## src/reg_main_pkg.sv

```systemverilog
// main register block constants: block select, register map, widths and FIFO word layout
package reg_main_pkg;

   ////////////////////////////////////////////////////////////
   // block select and field widths
   ////////////////////////////////////////////////////////////

   localparam logic [1:0] main_reg_select = 2'd0;  // reg_address[7:6] must match

   localparam int bytecnt_w       = 7;
   localparam int capture_len_w   = 24;
   localparam int num_trig_pulses = 2;
   localparam int trig_field_w    = 24;  // one delay or one width
   localparam int trig_all_w      = num_trig_pulses * trig_field_w;
   localparam int num_trig_w      = 4;

   localparam int buffer_size_bits = 64;           // read back in bytes
   localparam logic [7:0] board_rev_value = 8'd4;  // production boards

   ////////////////////////////////////////////////////////////
   // register addresses (reg_address[5:0])
   ////////////////////////////////////////////////////////////

   localparam logic [5:0] reg_buildtime            = 6'd0;
   localparam logic [5:0] reg_fifo_stat            = 6'd1;
   localparam logic [5:0] reg_arm                  = 6'd2;
   localparam logic [5:0] reg_capture_off          = 6'd3;
   localparam logic [5:0] reg_trigger_enable       = 6'd4;
   localparam logic [5:0] reg_trigger_delay        = 6'd5;
   localparam logic [5:0] reg_trigger_width        = 6'd6;
   localparam logic [5:0] reg_num_triggers         = 6'd7;
   localparam logic [5:0] reg_triggers_generated   = 6'd8;
   localparam logic [5:0] reg_trig_clk_phase_shift = 6'd9;
   localparam logic [5:0] reg_capture_len          = 6'd10;
   localparam logic [5:0] reg_board_rev            = 6'd11;
   localparam logic [5:0] reg_mmcm_locked          = 6'd12;
   localparam logic [5:0] reg_max_timestamp        = 6'd13;
   localparam logic [5:0] reg_buffer_size          = 6'd14;
   localparam logic [5:0] reg_fifo_rd              = 6'd15;
   localparam logic [5:0] reg_clear_errors         = 6'd16;
   localparam logic [5:0] reg_reset_reg            = 6'd17;

   ////////////////////////////////////////////////////////////
   // capture FIFO word
   ////////////////////////////////////////////////////////////

   localparam logic [1:0]  fifo_cmd_strm   = 2'b10;     // stream command
   localparam logic [15:0] fifo_strm_empty = 16'h0001;  // stream ran dry

   // one 18-bit FIFO entry, seen as stored data or as a stream command
   typedef union packed {
      logic [17:0] raw;
      struct packed {
         logic [1:0]  cmd;      // bits 17:16
         logic [15:0] payload;
      } cmd;
   } fifo_word_t;

endpackage
```

## src/reg_main_top.sv

```systemverilog
// main register block top: address decode and wiring of the register submodules
module reg_main_top
   import reg_main_pkg::*;
(
   input  logic                     cwusb_clk,
   input  logic                     fpga_reset,

   // register port
   input  logic [7:0]               reg_address,
   input  logic [bytecnt_w-1:0]     reg_bytecnt,
   input  logic [7:0]               write_data,
   input  logic                     reg_read,
   input  logic                     reg_write,
   input  logic                     reg_addrvalid,
   output logic [7:0]               read_data,
   output logic                     sys_reset,

   // capture FIFO
   input  logic [17:0]              fifo_data,
   input  logic [5:0]               fifo_status,
   input  logic                     fifo_empty,
   output logic                     fifo_read,

   // capture control
   input  logic                     flushing,
   input  logic                     capture_enable_pulse,
   output logic                     arm,
   output logic                     reg_arm_out,
   output logic                     arm_pulse,
   output logic                     capture_off,
   output logic                     capture_now,
   output logic                     clear_errors,
   output logic [capture_len_w-1:0] capture_len,
   output logic [15:0]              max_timestamp,

   // trigger generator
   input  logic [num_trig_w-1:0]    triggers_generated,
   output logic                     trigger_enable,
   output logic [trig_all_w-1:0]    trigger_delay,
   output logic [trig_all_w-1:0]    trigger_width,
   output logic [num_trig_w-1:0]    num_triggers,

   // trigger clock phase shift and MMCM status
   input  logic                     psdone,
   input  logic                     locked1,
   input  logic                     locked2,
   output logic                     psen,
   output logic                     psincdec,

   input  logic [31:0]              buildtime
);

   logic       selected;
   logic [5:0] address;
   logic       phaseshift_active;
   fifo_word_t fifo_word;

   assign selected = reg_addrvalid && (reg_address[7:6] == main_reg_select);
   assign address  = reg_address[5:0];

   capture_ctrl_regs u_capture_ctrl_regs (
      .cwusb_clk            (cwusb_clk),
      .fpga_reset           (fpga_reset),
      .selected             (selected),
      .address              (address),
      .reg_bytecnt          (reg_bytecnt),
      .write_data           (write_data),
      .reg_write            (reg_write),
      .flushing             (flushing),
      .capture_enable_pulse (capture_enable_pulse),
      .sys_reset            (sys_reset),
      .arm                  (arm),
      .reg_arm_out          (reg_arm_out),
      .arm_pulse            (arm_pulse),
      .capture_now          (capture_now),
      .capture_off          (capture_off),
      .clear_errors         (clear_errors),
      .trigger_enable       (trigger_enable),
      .trigger_delay        (trigger_delay),
      .trigger_width        (trigger_width),
      .num_triggers         (num_triggers),
      .capture_len          (capture_len),
      .max_timestamp        (max_timestamp)
   );

   phase_shift_ctrl u_phase_shift_ctrl (
      .cwusb_clk         (cwusb_clk),
      .sys_reset         (sys_reset),
      .selected          (selected),
      .address           (address),
      .write_data        (write_data),
      .reg_write         (reg_write),
      .psdone            (psdone),
      .psen              (psen),
      .psincdec          (psincdec),
      .phaseshift_active (phaseshift_active)
   );

   fifo_reg_reader u_fifo_reg_reader (
      .cwusb_clk   (cwusb_clk),
      .sys_reset   (sys_reset),
      .selected    (selected),
      .address     (address),
      .reg_bytecnt (reg_bytecnt),
      .reg_read    (reg_read),
      .fifo_data   (fifo_data),
      .fifo_empty  (fifo_empty),
      .fifo_read   (fifo_read),
      .fifo_word   (fifo_word)
   );

   read_data_mux u_read_data_mux (
      .cwusb_clk          (cwusb_clk),
      .selected           (selected),
      .address            (address),
      .reg_bytecnt        (reg_bytecnt),
      .reg_read           (reg_read),
      .buildtime          (buildtime),
      .fifo_status        (fifo_status),
      .fifo_word          (fifo_word),
      .reg_arm_out        (reg_arm_out),
      .capture_off        (capture_off),
      .trigger_enable     (trigger_enable),
      .trigger_delay      (trigger_delay),
      .trigger_width      (trigger_width),
      .num_triggers       (num_triggers),
      .capture_len        (capture_len),
      .max_timestamp      (max_timestamp),
      .phaseshift_active  (phaseshift_active),
      .triggers_generated (triggers_generated),
      .locked1            (locked1),
      .locked2            (locked2),
      .read_data          (read_data)
   );

endmodule

```

## src/read_data_mux.sv

```systemverilog
// register readback multiplexer with registered byte output
module read_data_mux
   import reg_main_pkg::*;
(
   input  logic                     cwusb_clk,
   input  logic                     selected,
   input  logic [5:0]               address,
   input  logic [bytecnt_w-1:0]     reg_bytecnt,
   input  logic                     reg_read,
   input  logic [31:0]              buildtime,
   input  logic [5:0]               fifo_status,
   input  fifo_word_t               fifo_word,
   input  logic                     reg_arm_out,
   input  logic                     capture_off,
   input  logic                     trigger_enable,
   input  logic [trig_all_w-1:0]    trigger_delay,
   input  logic [trig_all_w-1:0]    trigger_width,
   input  logic [num_trig_w-1:0]    num_triggers,
   input  logic [capture_len_w-1:0] capture_len,
   input  logic [15:0]              max_timestamp,
   input  logic                     phaseshift_active,
   input  logic [num_trig_w-1:0]    triggers_generated,
   input  logic                     locked1,
   input  logic                     locked2,
   output logic [7:0]               read_data
);

   logic [7:0] read_data_pre;

   // byte idx of a zero-extended word, 0 past its end
   function automatic logic [7:0] byte_of(input logic [63:0] word,
                                          input logic [bytecnt_w-1:0] idx);
      logic [7:0] b;
      b = 8'd0;
      if (idx < bytecnt_w'(8))
         b = word[8*idx[2:0] +: 8];
      return b;
   endfunction

   ////////////////////////////////////////////////////////////
   // readback select
   ////////////////////////////////////////////////////////////

   always_comb begin
      read_data_pre = 8'd0;
      if (selected && reg_read) begin
         case (address)
            reg_buildtime:            read_data_pre = buildtime[8*reg_bytecnt[1:0] +: 8];
            reg_fifo_stat:            read_data_pre = {2'b00, fifo_status};
            reg_arm:                  read_data_pre = {7'd0, reg_arm_out};
            reg_capture_off:          read_data_pre = {7'd0, capture_off};
            reg_trigger_enable:       read_data_pre = {7'd0, trigger_enable};
            reg_trigger_delay:
               read_data_pre = byte_of(64'(trigger_delay), reg_bytecnt);
            reg_trigger_width:
               read_data_pre = byte_of(64'(trigger_width), reg_bytecnt);
            reg_num_triggers:         read_data_pre = 8'(num_triggers);
            reg_triggers_generated:   read_data_pre = 8'(triggers_generated);
            reg_trig_clk_phase_shift: read_data_pre = {7'd0, phaseshift_active};
            reg_capture_len:
               read_data_pre = byte_of(64'(capture_len), reg_bytecnt);
            reg_board_rev:            read_data_pre = board_rev_value;
            reg_mmcm_locked:          read_data_pre = {6'd0, locked2, locked1};
            reg_max_timestamp:        read_data_pre = max_timestamp[8*reg_bytecnt[0] +: 8];
            reg_buffer_size:          read_data_pre = 8'(buffer_size_bits / 8);
            reg_fifo_rd: begin
               case (reg_bytecnt[1:0])
                  2'd1:    read_data_pre = fifo_word.raw[7:0];
                  2'd2:    read_data_pre = fifo_word.raw[15:8];
                  2'd3:    read_data_pre = {fifo_status, fifo_word.raw[17:16]};
                  default: read_data_pre = 8'd0;  // byte 0 is the pop cycle
               endcase
            end
            default:                  read_data_pre = 8'd0;
         endcase
      end
   end

   // one clock of read latency
   always_ff @(posedge cwusb_clk) begin
      read_data <= read_data_pre;
   end

endmodule

```

## src/fifo_reg_reader.sv

```systemverilog
// capture FIFO access through the FIFO read register, with streaming empty marker
module fifo_reg_reader
   import reg_main_pkg::*;
(
   input  logic                 cwusb_clk,
   input  logic                 sys_reset,
   input  logic                 selected,
   input  logic [5:0]           address,
   input  logic [bytecnt_w-1:0] reg_bytecnt,
   input  logic                 reg_read,
   input  logic [17:0]          fifo_data,
   input  logic                 fifo_empty,
   output logic                 fifo_read,
   output fifo_word_t           fifo_word
);

   logic        reg_read_r;
   logic        fifo_empty_r;
   logic [1:0]  last_bytecnt;   // byte count of the previous read cycle
   logic        empty_marker;
   logic [17:0] fifo_data_r;
   logic        fifo_sel;
   logic        read_start;

   assign fifo_sel   = selected && (address == reg_fifo_rd) && (reg_bytecnt[1:0] == 2'd0);
   assign read_start = fifo_sel && reg_read && !reg_read_r;

   // pop on the first cycle of byte 0
   assign fifo_read = read_start && !fifo_empty_r && !empty_marker;

   always_ff @(posedge cwusb_clk) begin
      if (sys_reset) begin
         reg_read_r   <= 1'b0;
         fifo_empty_r <= 1'b0;
         last_bytecnt <= 2'd0;
         empty_marker <= 1'b0;
      end else begin
         reg_read_r   <= reg_read;
         fifo_empty_r <= fifo_empty;
         if (reg_read)
            last_bytecnt <= reg_bytecnt[1:0];

         // word started on an empty FIFO reads back as a stream-empty command
         if (read_start && fifo_empty_r)
            empty_marker <= 1'b1;
         else if (fifo_sel && reg_read && (last_bytecnt == 2'd3) && !fifo_empty_r)
            empty_marker <= 1'b0;
      end
   end

   always_ff @(posedge cwusb_clk) begin
      if (fifo_read)
         fifo_data_r <= fifo_data;
   end

   always_comb begin
      fifo_word.raw = fifo_data_r;
      if (empty_marker) begin
         fifo_word.cmd.cmd     = fifo_cmd_strm;
         fifo_word.cmd.payload = fifo_strm_empty;
      end
   end

endmodule

```

## src/phase_shift_ctrl.sv

```systemverilog
// trigger clock phase shift: one MMCM step per register write, busy until psdone
module phase_shift_ctrl
   import reg_main_pkg::*;
(
   input  logic       cwusb_clk,
   input  logic       sys_reset,
   input  logic       selected,
   input  logic [5:0] address,
   input  logic [7:0] write_data,
   input  logic       reg_write,
   input  logic       psdone,
   output logic       psen,
   output logic       psincdec,
   output logic       phaseshift_active
);

   logic ps_req;

   // writes while a step is in flight are dropped
   assign ps_req = selected && reg_write && (address == reg_trig_clk_phase_shift)
                   && !phaseshift_active;

   always_ff @(posedge cwusb_clk) begin
      if (sys_reset) begin
         psen              <= 1'b0;
         psincdec          <= 1'b0;
         phaseshift_active <= 1'b0;
      end else if (ps_req) begin
         psen              <= 1'b1;
         psincdec          <= write_data[0];  // 1 = increment
         phaseshift_active <= 1'b1;
      end else begin
         psen <= 1'b0;
         if (psdone)
            phaseshift_active <= 1'b0;
      end
   end

endmodule

```

## src/capture_ctrl_regs.sv

```systemverilog
// capture and trigger configuration registers, arm/capture/clear strobes and soft reset
module capture_ctrl_regs
   import reg_main_pkg::*;
(
   input  logic                     cwusb_clk,
   input  logic                     fpga_reset,
   input  logic                     selected,
   input  logic [5:0]               address,
   input  logic [bytecnt_w-1:0]     reg_bytecnt,
   input  logic [7:0]               write_data,
   input  logic                     reg_write,
   input  logic                     flushing,
   input  logic                     capture_enable_pulse,
   output logic                     sys_reset,
   output logic                     arm,
   output logic                     reg_arm_out,
   output logic                     arm_pulse,
   output logic                     capture_now,
   output logic                     capture_off,
   output logic                     clear_errors,
   output logic                     trigger_enable,
   output logic [trig_all_w-1:0]    trigger_delay,
   output logic [trig_all_w-1:0]    trigger_width,
   output logic [num_trig_w-1:0]    num_triggers,
   output logic [capture_len_w-1:0] capture_len,
   output logic [15:0]              max_timestamp
);

   logic wr_hit;
   logic arm_q;
   logic arm_r;
   logic soft_reset = 1'b0;  // survives its own reset, only a write changes it

   assign wr_hit = selected && reg_write;

   assign sys_reset   = fpga_reset || soft_reset;
   assign reg_arm_out = arm_q;
   assign arm_pulse   = arm_q && !arm_r;   // first cycle of arm_q
   assign arm         = arm_r && !flushing;

   ////////////////////////////////////////////////////////////
   // configuration registers, byte-wide writes
   ////////////////////////////////////////////////////////////

   always_ff @(posedge cwusb_clk) begin
      if (sys_reset) begin
         capture_off    <= 1'b0;
         trigger_enable <= 1'b0;
         trigger_delay  <= '0;
         trigger_width  <= '0;
         num_triggers   <= num_trig_w'(1);
         capture_len    <= '0;
         max_timestamp  <= 16'hFFFF;
      end else if (wr_hit) begin
         case (address)
            reg_capture_off:    capture_off    <= write_data[0];
            reg_trigger_enable: trigger_enable <= write_data[0];
            reg_trigger_delay:  trigger_delay[8*reg_bytecnt +: 8] <= write_data;
            reg_trigger_width:  trigger_width[8*reg_bytecnt +: 8] <= write_data;
            reg_num_triggers:   num_triggers   <= write_data[num_trig_w-1:0];
            reg_capture_len:    capture_len[8*reg_bytecnt +: 8]   <= write_data;
            reg_max_timestamp:  max_timestamp[8*reg_bytecnt[0] +: 8] <= write_data;
            default: ;
         endcase
      end
   end

   ////////////////////////////////////////////////////////////
   // strobes
   ////////////////////////////////////////////////////////////

   always_ff @(posedge cwusb_clk) begin
      if (sys_reset) begin
         arm_q        <= 1'b0;
         arm_r        <= 1'b0;
         capture_now  <= 1'b0;
         clear_errors <= 1'b0;
      end else begin
         arm_r <= arm_q;

         // a new arm wins over a capture start in the same cycle
         if (wr_hit && (address == reg_arm) && write_data[0])
            arm_q <= 1'b1;
         else if (capture_enable_pulse)
            arm_q <= 1'b0;

         capture_now  <= wr_hit && (address == reg_arm) && write_data[1];
         clear_errors <= wr_hit && (address == reg_clear_errors) && !clear_errors;
      end
   end

   // register-triggered reset, held until bit 0 is written back to 0
   always_ff @(posedge cwusb_clk) begin
      if (wr_hit && (address == reg_reset_reg))
         soft_reset <= write_data[0];
   end

endmodule

```

## config.mk

```make
export PLATFORM = sky130hd
export DESIGN_NAME = reg_main_top
export DESIGN_NICKNAME = d
export VERILOG_FILES = /design/src/reg_main_pkg.sv /design/src/reg_main_top.sv /design/src/read_data_mux.sv /design/src/fifo_reg_reader.sv /design/src/phase_shift_ctrl.sv /design/src/capture_ctrl_regs.sv
export SDC_FILE = /design/constraint.sdc
export NUM_CORES = 1
export LEC_CHECK = 0
export BUFFER_PORTS_ARGS = -buffer_cell sky130_fd_sc_hd__buf_2
export CORE_AREA = 2 2 109 153
export DETAILED_ROUTE_END_ITERATION = 12
export DIE_AREA = 0 0 111 155
export PLACE_DENSITY = 0.84
export SETUP_SLACK_MARGIN = 0.3
export SLEW_MARGIN = 20
export SYNTH_ARGS = -nofsm -noshare
export SYNTH_HDL_FRONTEND = slang
export SYNTH_SLANG_ARGS = --single-unit
```

## constraint.sdc

```tcl
create_clock -name cwusb_clk -period 13.75 [get_ports cwusb_clk]
set_clock_uncertainty 0.2 [all_clocks]
set_input_delay 2.75 -clock cwusb_clk [delete_from_list [all_inputs] [get_ports cwusb_clk]]
set_output_delay 2.75 -clock cwusb_clk [all_outputs]
set_load 0.005 [all_outputs]
```

==> impl_results.md <==
* Status: finished, final reports clean
* Gp weighted congestion at 0.9645
* DPL Wire Length at 23.15 mm
* GRT overflow at 0
* Worst ir drop on vdd at 0.1119 mV
* Setup Total Neg Slack at 0 ns
* Final worst setup slack at 5.743 ns
* Total power at 1.081 mW
* Num ports at 253
* Post-synth EDFFs at 19
* Critical path startpoint category: input port
* RSZ-0062 raised after global routing: no
* CTS Buffer Depth at 2
* Via/cell ratio at 6.253
* Final-report max-slew violation count at 0
* Pre-antenna DRT Iters at 6
* Worst setup startpoint: reg_bytecnt[0]
* Share of the cycle needed by the critical path after routing at 0.5823
* CTS Buf Count at 17
* CP Max Fanout at 35
* Syn nets at 1053
* Clock power frac at 0.432
* Sink Count at 181
* Worst Tran Pin Value at 1.177 ns
* Ys Warns at 0
* Endpoints failing setup at 0
* Largest net degree at the start of global routing at 99
* Row count at 55
* Port bufs at 252
* Non-Filler Instances at 1378
* WL met3 at 3.326 mm
* Worst-path clk slew at 0.07 ns
* Drt wl/cell at 22.67 um
* Die Area at 0.01721 sq mm
* Hold_buf cts at 0
* Max-cap viol count at 0
* Clock Latency Late Sink at 0.44 ns
* Hold WS at 0.2177 ns
* H-tree depth at 4
* Main flop type after synthesis: dfxtp_1
* Cell area after layout at 0.01073 sq mm
* Tot GR Track Use at 0.3555
* Worst hold path type: reg -> reg
* Total Wirelength at 31.24 mm
* Synth Register Bits at 181
* Place WS at 5.759 ns
* Area growth syn-to-layout at 21.00%
* Starting Density at 0.5578
* Sequential fraction of the synthesis area at 0.4301
* Syn avg cell area at 9.295 sq um
* CP required at 10.80 ns
* Fin nets at 1262
* First-pass GRT wire length at 47.02 mm
* Async set-reset flop share out of synthesis at 0
* CORE AREA at 0.01590 sq mm
* Sequential Power Share at 0.493
* Total vias in the final route at 8616
* Clk root buf: clkbuf_16
* Share of layout cells above drive strength 1 at 0.2840
* Initial antenna violation count at 3
* Mapped Area at 0.008867 sq mm
* Critical R2R Launch: u_capture_ctrl_regs.soft_reset$_DFFE_PP_
* Internal power at 810.5 uW
* Relative slew margins at 0.2094
* Fmax at 0.1249 GHz
* DP Area at 0.01015 sq mm
* Fill count at 1271
* NetSw at 270.4 uW
* Mapped Cells at 954
* CTS tree: built
* Met1 WL at 10.25 mm
* Top routing layer used: met4
* Post-route ant nets at 0
* Metal2 WL at 15.52 mm
* Tmin final at 8.007 ns
* Comb pwr share at 0.075
* Die X at 111 um
* Fin. Hold Viols at 0
* Final core utilization at 0.6749
* Post-CTS Setup Bufs at 0
* # placed instances at 1343
* Die Height at 155 um
* Number of global-route vias before repair at 8273
* WS Path Type: in -> out
* Yosys cell types at 60
* Initial DRC Count at 994
* PwrDens at 100.7 mW/mm^2
* Crit path arrival time at 5.06 ns
* Switching share of total power at 0.2502
* Pleak at 4.830 nW
* Hold wc startpoint: u_capture_ctrl_regs.clear_errors$_SDFF_PP0_
* Post_cts resized at 0
* Drt drc at 0
* Setup crit end kind: primary output
synthesized netlist by cell type (11+ instances only):
cell	instances	area, sq um
buf_2	12	60.06
and2_1	12	75.07
nor3_1	13	65.06
buf_1	13	48.80
edfxtp_1	19	570.6
o21ai_0	65	325.3
mux2i_1	134	1341
nand4_1	11	68.82
nand2_1	170	638.1
a21oi_1	28	140.1
dfxtp_1	162	3243
clkbuf_1	40	150.1
nand3_1	67	335.3
a22oi_1	19	142.6
mux4_2	15	337.8
nor2_1	44	165.2
cell type report:
cell class	count	area (sq um)	share of cell area
Clock inverter	12	93.84	0.008746
Tap cell	199	249.0	0.02321
Inverter	6	22.52	0.002099
Timing Repair Buffer	258	1309	0.1220
Multi-Input combinational cell	699	4766	0.4442
Antenna cell	3	7.507	0.0006997
Clock buffer	20	467.9	0.04362
Sequential cell	181	3814	0.3555
layer usage:
layer | GRT usage | vias to the layer above
li1 | - | 3870
met1 | 0.3945 | 3997
met2 | 0.6132 | 605
met3 | 0.08103 | 144
met4 | 0.2298 | 0
met5 | 0 | -
registers in the layout (all words and copies together), names as in the netlist:
signal,flops
u_fifo_reg_reader.last_bytecnt,2
u_capture_ctrl_regs.capture_len,24
u_phase_shift_ctrl.psen,1
u_capture_ctrl_regs.trigger_enable,1
u_fifo_reg_reader.fifo_empty_r,1
u_capture_ctrl_regs.trigger_width,48
u_capture_ctrl_regs.max_timestamp,16
u_capture_ctrl_regs.arm_r,1
u_capture_ctrl_regs.trigger_delay,48
u_capture_ctrl_regs.capture_now,1
u_capture_ctrl_regs.soft_reset,1
u_fifo_reg_reader.fifo_data_r,18
u_capture_ctrl_regs.reg_arm_out,1
u_capture_ctrl_regs.clear_errors,1
u_phase_shift_ctrl.psincdec,1
u_read_data_mux.read_data,8
u_phase_shift_ctrl.phaseshift_active,1
u_fifo_reg_reader.reg_read_r,1
u_fifo_reg_reader.empty_marker,1
u_capture_ctrl_regs.num_triggers,4
u_capture_ctrl_regs.capture_off,1
cell families after synthesis:
group,share of synthesized area
AO/OA/AOI/OAI,0.1116
flip-flops,0.4301
buffers and inverters,0.03513
multiplexers,0.1995
adder cells (fa/ha/maj),0.007055
AND/OR/NAND/NOR,0.2108
XOR/XNOR,0.005786
power groups by stage:
stage          Clock (mW)  Combinational (mW)  Sequential (mW)
5_1_grt             0.490              0.0853            0.533
4_1_cts             0.467              0.0788            0.533
2_1_floorplan           0              0.0475            0.545
6_report            0.467              0.0812            0.533
3_3_place_gp            0              0.0775            0.545
3_5_place_dp            0              0.0785            0.545
placed cells by master, fill, tap and decap left out, drive strengths merged, types with 4 or more instances in the layout:
cell type and n:
nand2b 5, mux2i 134, a211oi 4, nand3 69
ha 5, a22o 6, inv 9, nand4bb 4
nand2 170, mux4 15, edfxtp 19, nand4 19
a221oi 6, o21ai 67, nor2b 10, nor4 5
nor3 14, and3 4, a221o 4, o22ai 9
or2 4, and2 12, a21oi 28, buf 258
clkbuf 20, a22oi 19, a31oi 6, dfxtp 162
clkinv 8, nor2 44, mux2 8
worst paths after layout:
| kind | endpoint | slack [ns] | cells past startpoint |
|---|---|---|---|
| max | fifo_read | 5.74 | 7 |
| min | u_capture_ctrl_regs.clear_errors$_SDFF_PP0_ | 0.22 | 1 |
| max reg2reg | u_capture_ctrl_regs.trigger_delay[0]$_SDFFE_PP0P_ | 10.30 | 6 |
| min reg2reg | u_capture_ctrl_regs.clear_errors$_SDFF_PP0_ | 0.22 | 1 |
critical path, stage by stage:
cell	delay, ns
buf_4	0.27
inv_1	0.58
ha_1	0.50
nand4_1	0.25
nor4_2	0.20
buf_4	0.30
buf_2	0.16
No activity file was read; power rests on OpenSTA's default activity.
